<file path="src/logic/scanPkg.sv">
`default_nettype none

package scanPkg;

	// Scanner FSM states
	typedef enum logic [1:0] {
		IDLE     = 2'b00,
		ACTIVE   = 2'b01,
		STANDBY  = 2'b10,
		TRANSFER = 2'b11
	} scanState;

	// Host input codes, 2'b11 is ignored
	typedef enum logic [1:0] {
		HOST_NOP   = 2'b00,
		START_SCAN = 2'b01,
		PEER_HALF  = 2'b10  // Other buffer at 50%
	} hostCmd;

	// Downlink command words
	localparam logic [7:0] CMD_READY_SOON = 8'd2;  // 70% full
	localparam logic [7:0] CMD_START_PEER = 8'd3;  // 80% full
	localparam logic [7:0] CMD_FULL       = 8'd4;  // 90% full
	localparam logic [7:0] CMD_TRANSFER   = 8'd7;  // Data word follows

	// Fill counter and thresholds
	localparam int FILL_BITS = 4;
	localparam logic [FILL_BITS-1:0] FILL_WARN = 4'd7;
	localparam logic [FILL_BITS-1:0] FILL_HIGH = 4'd8;
	localparam logic [FILL_BITS-1:0] FILL_FULL = 4'd9;

	localparam int TICK_DIV = 8;  // Clocks per fill tick

endpackage

`default_nettype wire

</file>
<file path="src/logic/linkPkg.sv">
`default_nettype none

package linkPkg;

	localparam int WORD_BITS = 8;

	// Data word layout, fill level in the low bits
	typedef struct packed {
		logic [WORD_BITS-scanPkg::FILL_BITS-1:0] pad;  // Always zero
		logic [scanPkg::FILL_BITS-1:0]           fill;
	} dataView;

	// One link word, read as a command or as data
	typedef union packed {
		logic [WORD_BITS-1:0] cmd;
		dataView              data;
	} linkWord;

	// Scanner request toward the arbiter
	typedef struct packed {
		logic    pending;  // Held until granted
		logic    isData;   // Selects the union view
		linkWord word;
	} wordReq;

	// Serial link output
	typedef struct packed {
		logic valid;   // Bit strobe
		logic data;
		logic source;  // 0 = scanner A, 1 = scanner B
	} linkBit;

endpackage

`default_nettype wire

</file>
<file path="src/logic/scanner.sv">
`timescale 1ns/1ps
`default_nettype none

module scanner (
	input  wire                    clk,
	input  wire                    rst,
	input  wire scanPkg::hostCmd   host,
	input  wire                    linkReady,
	input  wire                    grant,
	output linkPkg::wordReq        req
);

	localparam int DIV_BITS = $clog2(scanPkg::TICK_DIV);
	localparam logic [DIV_BITS-1:0] DIV_LAST = DIV_BITS'(scanPkg::TICK_DIV - 1);

	scanPkg::scanState state;
	logic [scanPkg::FILL_BITS-1:0] fill;
	logic [scanPkg::FILL_BITS-1:0] fillNext;
	logic [DIV_BITS-1:0] divCount;
	logic fillTick;
	logic peerPrev;
	logic peerEdge;
	logic xferTaken;
	logic abortNow;

	function automatic linkPkg::wordReq cmdReq(input logic [linkPkg::WORD_BITS-1:0] code);
		linkPkg::wordReq r;
		r.pending = 1'b1;
		r.isData = 1'b0;
		r.word.cmd = code;
		return r;
	endfunction

	function automatic linkPkg::wordReq dataReq(input logic [scanPkg::FILL_BITS-1:0] level);
		linkPkg::wordReq r;
		r.pending = 1'b1;
		r.isData = 1'b1;
		r.word.data.pad = '0;
		r.word.data.fill = level;
		return r;
	endfunction

	// Fill only advances while nothing waits on the link
	assign fillTick = (divCount == DIV_LAST) && (state == scanPkg::ACTIVE) && !req.pending;
	assign fillNext = fill + 1'b1;

	// New PEER_HALF only, a held code from STANDBY must not abort
	assign peerEdge = (host == scanPkg::PEER_HALF) && !peerPrev;

	// CMD_TRANSFER already granted, or granted right now
	assign xferTaken = req.isData ||
		((req.word.cmd == scanPkg::CMD_TRANSFER) && (!req.pending || grant));

	assign abortNow = (state == scanPkg::TRANSFER) && peerEdge && !xferTaken;

	always_ff @(posedge clk) begin
		if (rst) begin
			state <= scanPkg::IDLE;
			fill <= '0;
			divCount <= '0;
			peerPrev <= 1'b0;
			req.pending <= 1'b0;
		end else begin
			divCount <= (divCount == DIV_LAST) ? '0 : divCount + 1'b1;  // Fill rate divider
			peerPrev <= (host == scanPkg::PEER_HALF);

			if (grant)
				req.pending <= 1'b0;  // Word taken by the transmitter

			case (state)
				scanPkg::IDLE: begin
					if (host == scanPkg::START_SCAN)
						state <= scanPkg::ACTIVE;
				end

				scanPkg::ACTIVE: begin
					if (fillTick) begin
						fill <= fillNext;
						if (fillNext == scanPkg::FILL_WARN) begin
							req <= cmdReq(scanPkg::CMD_READY_SOON);
						end else if (fillNext == scanPkg::FILL_HIGH) begin
							req <= cmdReq(scanPkg::CMD_START_PEER);
						end else if (fillNext == scanPkg::FILL_FULL) begin
							req <= cmdReq(scanPkg::CMD_FULL);
							state <= linkReady ? scanPkg::TRANSFER : scanPkg::STANDBY;
						end
					end
				end

				scanPkg::STANDBY: begin
					if (linkReady || host == scanPkg::PEER_HALF)
						state <= scanPkg::TRANSFER;
				end

				scanPkg::TRANSFER: begin
					if (abortNow) begin
						req.pending <= 1'b0;
						fill <= '0;
						state <= scanPkg::IDLE;
					end else if (!req.pending) begin
						// Last granted word tells which step comes next
						if (req.isData) begin
							fill <= '0;  // Buffer drained
							state <= scanPkg::IDLE;
						end else if (req.word.cmd == scanPkg::CMD_TRANSFER) begin
							req <= dataReq(fill);
						end else begin
							req <= cmdReq(scanPkg::CMD_TRANSFER);  // After FULL
						end
					end
				end

				default: state <= scanPkg::IDLE;
			endcase
		end
	end

endmodule

`default_nettype wire

</file>
<file path="src/logic/linkArbiter.sv">
`timescale 1ns/1ps
`default_nettype none

module linkArbiter (
	input  wire                    clk,
	input  wire                    rst,
	input  wire linkPkg::wordReq   reqA,
	input  wire linkPkg::wordReq   reqB,
	input  wire                    busy,
	output logic                   grantA,
	output logic                   grantB,
	output logic                   load,
	output linkPkg::linkWord       loadWord,
	output logic                   loadSource
);

	logic lastB;  // Scanner B won the previous grant
	logic pickB;

	// B wins when alone or when A went last
	assign pickB = reqB.pending && (!reqA.pending || !lastB);

	// One grant per idle cycle with a pending request
	assign load = !busy && (reqA.pending || reqB.pending);

	assign grantA = load && !pickB;
	assign grantB = load && pickB;

	assign loadWord = pickB ? reqB.word : reqA.word;
	assign loadSource = pickB;

	always_ff @(posedge clk) begin
		if (rst) begin
			lastB <= 1'b0;
		end else if (load) begin
			lastB <= pickB;
		end
	end

endmodule

`default_nettype wire

</file>
<file path="src/logic/serialTx.sv">
`timescale 1ns/1ps
`default_nettype none

module serialTx (
	input  wire                     clk,
	input  wire                     rst,
	input  wire                     load,
	input  wire linkPkg::linkWord   loadWord,
	input  wire                     loadSource,
	output logic                    busy,
	output linkPkg::linkBit         out
);

	localparam int CNT_BITS = $clog2(linkPkg::WORD_BITS);
	localparam logic [CNT_BITS-1:0] LAST_BIT = CNT_BITS'(linkPkg::WORD_BITS - 1);

	logic [linkPkg::WORD_BITS-1:0] shiftReg;
	logic [CNT_BITS-1:0] bitCount;
	logic srcReg;

	// Control path
	always_ff @(posedge clk) begin
		if (rst) begin
			busy <= 1'b0;
			bitCount <= '0;
		end else if (load) begin
			busy <= 1'b1;  // MSB goes out next cycle
			bitCount <= '0;
		end else if (busy) begin
			bitCount <= bitCount + 1'b1;
			if (bitCount == LAST_BIT)
				busy <= 1'b0;  // Eighth bit done
		end
	end

	// Payload, shifted left so the MSB is always on the line
	always_ff @(posedge clk) begin
		if (load) begin
			shiftReg <= loadWord;
			srcReg <= loadSource;
		end else if (busy) begin
			shiftReg <= {shiftReg[linkPkg::WORD_BITS-2:0], 1'b0};
		end
	end

	assign out = '{
		valid:  busy,
		data:   shiftReg[linkPkg::WORD_BITS-1],
		source: srcReg
	};

endmodule

`default_nettype wire

</file>
<file path="src/logic/scanSystem.sv">
`timescale 1ns/1ps
`default_nettype none

module scanSystem (
	input  wire                    clk,
	input  wire                    rst,
	input  wire scanPkg::hostCmd   hostA,
	input  wire scanPkg::hostCmd   hostB,
	input  wire                    linkReady,
	output linkPkg::linkBit        link
);

	linkPkg::wordReq reqA;
	linkPkg::wordReq reqB;
	linkPkg::linkWord loadWord;
	logic grantA;
	logic grantB;
	logic load;
	logic loadSource;
	logic busy;

	scanner scanA (  // Source 0
		.clk(clk),
		.rst(rst),
		.host(hostA),
		.linkReady(linkReady),
		.grant(grantA),
		.req(reqA)
	);

	scanner scanB (  // Source 1
		.clk(clk),
		.rst(rst),
		.host(hostB),
		.linkReady(linkReady),
		.grant(grantB),
		.req(reqB)
	);

	linkArbiter arbiter (
		.clk(clk),
		.rst(rst),
		.reqA(reqA),
		.reqB(reqB),
		.busy(busy),
		.grantA(grantA),
		.grantB(grantB),
		.load(load),
		.loadWord(loadWord),
		.loadSource(loadSource)
	);

	serialTx tx (
		.clk(clk),
		.rst(rst),
		.load(load),
		.loadWord(loadWord),
		.loadSource(loadSource),
		.busy(busy),
		.out(link)
	);

endmodule

`default_nettype wire

</file>
<file path="config.mk">
export PLATFORM = sky130hd
export DESIGN_NAME = scanSystem
export DESIGN_NICKNAME = d
export VERILOG_FILES = /design/src/logic/scanPkg.sv /design/src/logic/linkPkg.sv /design/src/logic/scanner.sv /design/src/logic/linkArbiter.sv /design/src/logic/serialTx.sv /design/src/logic/scanSystem.sv
export SDC_FILE = /design/constraint.sdc
export NUM_CORES = 1
export LEC_CHECK = 0
export BUFFER_PORTS_ARGS = -buffer_cell sky130_fd_sc_hd__buf_2
export CORE_MARGIN = 10
export CORE_UTILIZATION = 50
export DETAILED_ROUTE_END_ITERATION = 10
export PLACE_DENSITY = 0.72
export SYNTH_ARGS = -nofsm -noshare
export SYNTH_HDL_FRONTEND = slang
export SYNTH_SLANG_ARGS = --single-unit
</file>
<file path="constraint.sdc">
create_clock -name clk -period 2.9 [get_ports clk]
set_input_delay 0.29 -clock clk [delete_from_list [all_inputs] [get_ports clk]]
set_output_delay 0.29 -clock clk [all_outputs]
set_load 0.1 [all_outputs]
</file>
==> Yosys cells after proc, flatten, opt, wreduce, memory -nomap -nowiden <==
Cells that the tools add are included.
{ "op_classes": {"reduce_logical": 49, "add_sub_neg": 5, "muxes": 59, "eq_ne": 45, "bitwise_logic": 1} }
{ "op_table": {"columns": ["cell", "count"], "rows": [
  ["10-bit 2-to-1 mux", 12],
  ["10-bit case mux with 2 select lines", 2],
  ["2-bit 2-to-1 mux", 18],
  ["9-bit 2-to-1 mux", 4],
  ["4-bit 2-to-1 mux", 8],
  ["8-bit 2-to-1 mux", 3],
  ["2-bit inequality test, second input constant", 12],
  ["4-bit == test, second input constant", 4],
  ["8-bit by 3-bit == test with 1-bit output, second input constant", 2],
  ["1-bit logical AND", 16],
  ["2-bit case mux with 4 select lines", 2],
  ["4-bit case mux with 2 select lines", 2],
  ["8-bit AND reduction", 2],
  ["7-bit AND reduction", 2],
  ["2-bit == test, second input constant", 6],
  ["2-bit by 1-bit inequality test with 1-bit output, second input constant", 6],
  ["6-bit AND reduction", 2],
  ["3-bit by 1-bit adder with 3-bit output, second input constant", 3],
  ["3-bit == test, second input constant", 3],
  ["1-bit logical NOT", 9],
  ["4-bit by 1-bit adder with 4-bit output, second input constant", 2],
  ["2-bit by 1-bit == test with 1-bit output, second input constant", 4],
  ["4-bit by 3-bit == test with 1-bit output, second input constant", 2],
  ["1-bit logical OR", 8],
  ["9 further kinds", 25]
]} }
{ "totals": {"ff_bits": 54, "wordCells": 178, "inputBits": 7, "out_inout_bits": 3} }

==> Logic depth before layout (Yosys ltp) <==
Gate-level depths: netlist (run 1).
{ "logic_depth": {"ltp_word": 12, "mapped_depth": 8, "depth_no_buf": 8} }

==> By module <==
A second synthesis (run 1) with hierarchy kept.
{ "hier_totals": {"hier_cells": 299, "area_unflattened_um2": 2957.8} }
{ "by_module_without_submodules": {"columns": ["mod", "instances", "cells_each", "area_per_inst_um2", "seq_area_each_um2"], "rows": [
  ["scanner at scanB", 1, 121, 1086.0, 370.4],
  ["scanner at scanA", 1, 121, 1083.5, 370.4],
  ["serialTx", 1, 37, 580.6, 350.3],
  ["linkArbiter", 1, 20, 207.7, 20.0]
]} }

==> Worst setup path before layout (run 1) <==
Ideal clock, no wire load.
{ "synth_path": {"path_kind": "flip-flop to flip-flop", "start": "register scanB.fill[0] (netlist bit)", "end": "register scanB.req[0] (netlist bit) (enable)", "required_time_ps": 2510, "synth_period_minus_slack_ps": 2502, "setup_time_ps": 390, "arrival_ps": 2112, "stages_incl_launch_ff": 8, "path_buffers": 0, "path_slack_ps": 398, "cell_sequence": "dfxtp_1 ha_1 nand3b_1 nor3_1 a311oi_4 nand2_1 a21boi_1 a2111oi_0"} }
{ "synth_via": {"elab_chain_len": 4, "word_cells_on_any_way": 6, "classes_between": "1 x add/sub; 4 x eq/ne; 1 x reduce/logical"} }
{ "synth_rtl": {"columns": ["item", "line", "source"], "rows": [
  ["from (decl)", "scanner.sv:17", "logic [scanPkg::FILL_BITS-1:0] fill;"],
  ["from (signal assigned)", "scanner.sv:78", "fill <= fillNext;"],
  ["4-bit by 1-bit adder with 4-bit output *", "scanner.sv:45", "assign fillNext = fill + 1'b1;"],
  ["4-bit == test, or another cell as far along", "scanner.sv:83", "end else if (fillNext == scanPkg::FILL_FULL) begin"],
  ["4-bit inequality test (no line) *", null, null],
  ["7-bit AND reduction (no line) *", null, null],
  ["to (signal assigned)", "scanner.sv:80", "req <= cmdReq(scanPkg::CMD_READY_SOON);"],
  ["to (signal assigned)", "scanner.sv:82", "req <= cmdReq(scanPkg::CMD_START_PEER);"],
  ["to (signal assigned)", "scanner.sv:84", "req <= cmdReq(scanPkg::CMD_FULL);"],
  ["to (decl)", "scanner.sv:10", "output linkPkg::wordReq req"]
]} }
Mark *: on every way between the ends. The rest lies on a longest branch, timed or not.
A chain may end at the register's enable or synchronous reset.

==> Final worst setup path (run 1) <==
Ends and elaborated chain as after synthesis.

==> results of run 1 <==
==> through the flow <==
step	hold WS, ns	utilization, %	total power (uW)
after global placement	0.414	53.9	1260
after detailed placement	0.419	53.9	1270
after CTS	0.271	56.0	1740
final	0.276	56.0	1720
after global routing	0.288	56.0	1830
after floorplan	0.404	-	1180
==> worst max path at each step <==
stage / endpoint / depth (start not counted)
2_1_floorplan: scanB.req[0] / 7
3_3_place_gp: scanB.req[0] / 8
3_5_place_dp: scanB.req[0] / 8
4_1_cts: scanB.req[0] / 8
5_1_grt: scanB.req[0] / 8
6_report: scanB.req[0] / 8
==> cell families after synthesis <==
logic type      Yosys count
buf+inv                  31
flops                    46
mux                       7
simple gates            106
xor+xnor                  2
fa+ha+maj                21
compound gates           75
==> power by group through the flow <==
stage	registers [uW]	logic (uW)	clock network [uW]
detailed placement	831	440	0
global placement	826	434	0
finish	816	439	466
floorplan	810	368	0
global route	828	496	509
CTS	816	441	482
==> cells in the final DEF, fill, tap and decap left out, types with 2 or more instances in the layout <==
cell type,n
a211oi_1,2
a21boi_1,5
a21oi_1,19
a222oi_1,3
a22oi_1,2
a31oi_1,5
and2_1,6
and3_1,3
and4b_1,2
buf_2,9
clkbuf_8,5
dfxtp_1,27
edfxtp_1,19
ha_1,21
inv_1,17
inv_2,2
mux2i_1,5
nand2_1,14
nand2b_1,5
nand3_1,7
nand3b_1,6
nand4b_1,3
nor2_1,30
nor2b_1,4
nor3_1,8
nor3_2,2
nor3b_1,5
nor4bb_1,2
o21ai_0,15
o21ai_1,8
o41ai_1,2
==> state kept, by name (all words and copies together), names as in the netlist <==
| register | count |
|---|---|
| scanB.fill | 4 |
| scanA.peerPrev | 1 |
| scanB.state | 2 |
| tx.srcReg | 1 |
| scanA.state | 2 |
| scanB.req | 6 |
| tx.busy | 1 |
| scanB.divCount | 3 |
| tx.shiftReg | 8 |
| tx.bitCount | 3 |
| arbiter.lastB | 1 |
| scanA.divCount | 3 |
| scanB.peerPrev | 1 |
| scanA.req | 6 |
| scanA.fill | 4 |
==> layout make-up <==
class                           count  area share (%)
Clock buffer                        6            2.50
Multi-Input combinational cell    211            50.6
Timing Repair Buffer               10            1.81
Tap cell                           70            3.02
Sequential cell                    46            38.3
Clock inverter                      2            1.29
Inverter                           19            2.46
==> critical path, stage by stage, from the launching register on <==
cell and delay (ns):
dfxtp_1 0.40, ha_1 0.32, nand3b_1 0.19, nor3_1 0.33
a311oi_4 0.11, nand2_1 0.11, a21boi_1 0.06, a2111oi_0 0.29
buf_4 0.21
==> layer usage <==
layer,routed length (um),part of all wire (%),vias to the layer above
met5,0,0,-
met4,65,1.4,0
met3,201,4.2,5
met2,2180,45,29
met1,2370,49,954
li1,-,-,1064
==> qor.yml, run 1 <==
layout:
  register_area_um2: 1110
  area_growth_pct: 7.07
  n_antenna_cell: 0
  drive_gt1_share_pct: 9.52
  nNetsFinal: 321
  stdcell_count: 364
  multiInputGateArea_um2: 1470
  nFillCells: 462
  design_area_um2: 2900
setup_path:
  regToRegSetupSlack_ns: 0.59
  r2r-end: "scanB.req[0]"
  cp_data_arrival_time_ns: 2.33
  critPathCaptureType: "flip-flop"
  start_kind: "flip-flop"
  cp.required_ns: 2.92
  crit_type: "flip-flop to flip-flop"
  ff2ff_path_depth: 8
  crit_start: "scanB.fill[0]"
  regToRegStartpoint: "scanB.fill[0]"
  crit_fanout: 10
power:
  switching_share_pct: 30.8
  power_density_nw_per_um2: 593
  p_leak_uw: 0.00108
  p_int_uw: 1190
  pwr-share-seq_pct: 47.4
  p_switching_uw: 530
  vdd_ir_drop_max_uv: 383
  power_frac_clock_pct: 27.1
  p_comb_share_pct: 25.5
global_route:
  grt_overflow: 0
  grt_pass1_wl_mm: 8.04
  grt-busiest-layer: "met2"
  grtUsageMet3_pct: 2.88
  gr-usage-met2_pct: 17.9
  met1_usage_pct: 13.8
  grt_max_degree: 29
  grt_pass1_vias: 1840
  antenna_found_initial: 0
  track_usage_pct: 11.0
timing:
  fmax_mhz: 433
  final.setup.worst_slack_ns: 0.590
  fin_skew_ns: 0.00362
  maxSlewHeadroom_pct: 57.7
  setup_tns_ns: 0
  post-route-period-util_pct: 79.7
  grt_setup_unrepaired: "no"
  tightest_slew_ns: 0.630
  period_needed_ns: 2.31
  slew_viol_final: 0
  setup_viol: 0
  finalHoldViolCount: 0
detailed_routing:
  route.detailed.drc: 0
  drt-total-wl_mm: 4.81
  first_pass_iters: 4
  viasPerCell: 5.64
  ant_nets: 0
  first_iter_violations: 121
  post_drt_wl_per_cell_um: 13.2
  vias: 2052
yosys:
  synth_edf_count: 19
  synthXorXnorAreaFrac_pct: 0.647
  synth_seq_cells: 46
  synth_compound_area_share_pct: 18.5
  syn_nets: 316
  ys_types: 59
  async_reset_ff_share_pct: 0
  synth_fa_ha_area_share_pct: 9.70
  synthMuxAreaShare_pct: 2.68
  synth_area_leaders: "edfxtp_1 (21%), dfxtp_1 (20%), ha_1 (9.7%)"
  ys_top_cells_by_count: "nor2_1 (30), dfxtp_1 (27), ha_1 (21), a21oi_1 (19), edfxtp_1 (19)"
  synthCells: 288
  ys.flop_type: "dfxtp_1"
  synthMostInstantiatedCell: "nor2_1"
  yosysSeqAreaShare_pct: 41.0
  synth_top_area_share_pct: 21.1
  synth_top_family_by_area: "simple AND/OR/NAND/NOR gates"
  yosys.area_share.simple_pct: 22.6
  avgSynthCellArea_um2: 9.40
  yosysTopAreaCell: "edfxtp_1"
  synth_warnings: 0
  synth_area_um2: 2710
clock_network:
  cts_hold_buf: 0
  ctsHtreeMaxLevel: 2
  clock_path_buffers: 2
  clk_pin_slew_ns: 0.08
  cts_inserted_buffers: 5
  cts.sinks: 46
  worst_skew_pair.late_latency_ns: 0.30
  cts_tree: "built"
  cts_resized: 0
  root_buffer: "clkbuf_8"
  post_cts_buffers: 0
place:
  dpl_cell_area_um2: 2790
  numPortBuffers: 9
  pre_cts_ws_ns: 0.614
  gp_congestion: 0.878
  dp_cells: 356
  hpwl_mm: 3.66
run_status:
  status: "finished clean"
worst_hold_path:
  hold_path_class: "input pin to flip-flop"
  hold_depth: 3
  whs_endpoint: "scanA.peerPrev"
  min-delay-start: "hostA[1]"
floorplan:
  ios: 10
  dieWidth_um: 93.6
  die_y_um: 93.6
  fp-row-count: 26
  die_area_um2: 8760
  start_util_pct: 52.3
  core_area_um2: 5170
flow_run:
  max-cap-violations: 0
Power figures use the tool's default switching activity.
==> run 2, diff against run 1 <==
- clock period: 2.9 -> 2.3 ns (I/O delays scaled with it)
==> run 2 against run 1 <==
Count of clock-buffer cells in the layout fell by 1. Non-clock buffer count rose by 8. Fmax rose by 8.3%. Setup slack got worse by 0.42 ns. Sequential share of layout area fell by 0.73 points. Critical path type unchanged.
==> qor.yml, run 2 (synthesized netlist as in run 1, its figures left out) <==
run_status:
  status: "finished clean"  # unchanged
detailed_routing:
  ant_nets: 0  # unchanged
  route.detailed.drc: 0  # unchanged
  post_drt_wl_per_cell_um: 14.4  # was 13.2 um
  first_iter_violations: 154  # was 121
  vias: 2150  # was 2,052
  viasPerCell: 5.78  # was 5.64
  first_pass_iters: 4  # unchanged
  drt-total-wl_mm: 5.36  # was 4.81 mm
setup_path:
  ff2ff_path_depth: 7  # was 8
  crit_fanout: 9  # was 10
  crit_type: "flip-flop to flip-flop"  # unchanged
  cp.required_ns: 2.38  # was 2.92 ns
  critPathCaptureType: "flip-flop"  # unchanged
  regToRegSetupSlack_ns: 0.17  # was 0.59 ns
  cp_data_arrival_time_ns: 2.21  # was 2.33 ns
  start_kind: "flip-flop"  # unchanged
layout:
  n_antenna_cell: 0  # unchanged
  final_common_cell: "nor2_1"  # unchanged
  final_cell_mix: "nor2_1 (30), dfxtp_1 (25), ha_1 (20)"  # was nor2_1 (30), dfxtp_1 (27), ha_1 (21)
  area_growth_pct: 9.38  # was 7.07%
  regMostFlops: "tx.shiftReg"  # unchanged
  nNetsFinal: 329  # was 321
  drive_gt1_share_pct: 14.2  # was 9.52%
  post-route-util_pct: 57.3  # was 56.0%
  reg.largest.list: "tx.shiftReg: 8 flops, scanA.req: 6 flops, scanB.req: 6 flops"  # unchanged
  largest_reg_flops: 8  # unchanged
place:
  gp_congestion: 0.847  # was 0.878
  numPortBuffers: 9  # unchanged
  hpwl_mm: 3.96  # was 3.66 mm
  pre_cts_ws_ns: 0.0924  # was 0.614 ns
clock_network:
  worst_skew_pair.late_latency_ns: 0.30  # about the same
  clk_pin_slew_ns: 0.08  # about the same
  ctsHtreeMaxLevel: 2  # unchanged
  cts_inserted_buffers: 5  # unchanged
  clock_path_buffers: 2  # unchanged
  cts.sinks: 46  # unchanged
  cts_hold_buf: 0  # unchanged
  root_buffer: "clkbuf_8"  # unchanged
  cts_resized: 0  # unchanged
  post_cts_buffers: 0  # unchanged
  cts_tree: "built"  # unchanged
floorplan:
  dieWidth_um: 93.6  # unchanged
  ios: 10  # unchanged
  start_util_pct: 52.3  # unchanged
  die_y_um: 93.6  # unchanged
  core_area_um2: 5170  # unchanged
  fp-row-count: 26  # unchanged
  die_area_um2: 8760  # unchanged
global_route:
  antenna_found_initial: 0  # unchanged
  track_usage_pct: 12.3  # was 11.0%
  grt_max_degree: 18  # was 29
  grt_pass1_vias: 2014  # was 1,840
  grt_overflow: 0  # unchanged
  grt_pass1_wl_mm: 8.91  # was 8.04 mm
timing:
  post-route-period-util_pct: 92.7  # was 79.7%
  tightest_slew_ns: 0.528  # was 0.630 ns
  grt_setup_unrepaired: "no"  # unchanged
  fmax_mhz: 469  # was 433 MHz
  setup_viol: 0  # unchanged
  maxSlewHeadroom_pct: 64.3  # was 57.7%
  final.setup.worst_slack_ns: 0.167  # was 0.590 ns
  slew_viol_final: 0  # unchanged
  fin_skew_ns: 0.00237  # was 0.00362 ns
  setup_tns_ns: 0  # unchanged
  finalHoldViolCount: 0  # unchanged
  period_needed_ns: 2.13  # was 2.31 ns
flow_run:
  max-cap-violations: 0  # unchanged
power:
  vdd_ir_drop_max_uv: 489  # was 383 uV
  power_density_nw_per_um2: 710  # was 593 nW/um^2
  p_total_uw: 2100  # was 1720 uW
  p_leak_uw: 0.00111  # was 0.00108 uW
worst_hold_path:
  hold_depth: 3  # unchanged
  hold_path_class: "input pin to flip-flop"  # unchanged
run 2: changes by cell type in the layout (fill, tap and decap cells not counted), sizes merged:
cell | before | now
buf | 10 | 18
clkinv | 0 | 2
bufinv | 1 | 0
clkbuf | 6 | 5
run 2: critical path, stage by stage, from the launching register on:
cell	delay, ns
dfxtp_1	0.50
and3b_1	0.25
or2_4	0.26
a311oi_4	0.36
nand2_1	0.12
a21boi_1	0.19
a2111oi_2	0.05
buf_4	0.17
run 2: final timing paths:
| path | to | start |
|---|---|---|
| worst min-delay path | scanA.peerPrev | hostA[1] |
| worst max-delay path | scanB.req[1] | scanB.fill[3] |
| worst max register to register | scanB.req[1] | scanB.fill[3] |
| worst min register to register | scanA.divCount[0] | scanA.divCount[0] |
run 2: layout make-up:
class | count | area, um^2
repair buffers | 18 | 113
clock inverters | 3 | 16.3
fillers | 466 | 2210
well taps | 70 | 87.6
clock buffers | 5 | 68.8
inverters | 19 | 71.3
multi-input cells | 211 | 1490
flip-flops and latches | 46 | 1110
run 2: through the flow:
| stage | std cells | hold WS (ns) | area (um^2) |
|---|---|---|---|
| global placement | 364 | 0.415 | 2860 |
| global route | 372 | 0.229 | 2960 |
| finish | 372 | 0.210 | 2960 |
| detailed placement | 364 | 0.427 | 2860 |
| CTS | 372 | 0.213 | 2940 |
| floorplan | 288 | 0.400 | 2710 |
run 2: power breakdown:
part           switching (uW)  total, uW  internal (uW)
logic                     339        583            244
registers                85.2       1030            947
clock network             278        486            208
run 2: metal layers:
metal	global-route usage (%)	share of wire [%]	wire length [um]	up-vias
li1	-	-	-	1086
met1	15.0	47	2540	1013
met2	20.5	47	2520	41
met3	3.20	3.9	207	10
met4	4.18	1.6	86	0
met5	0	0	0	-
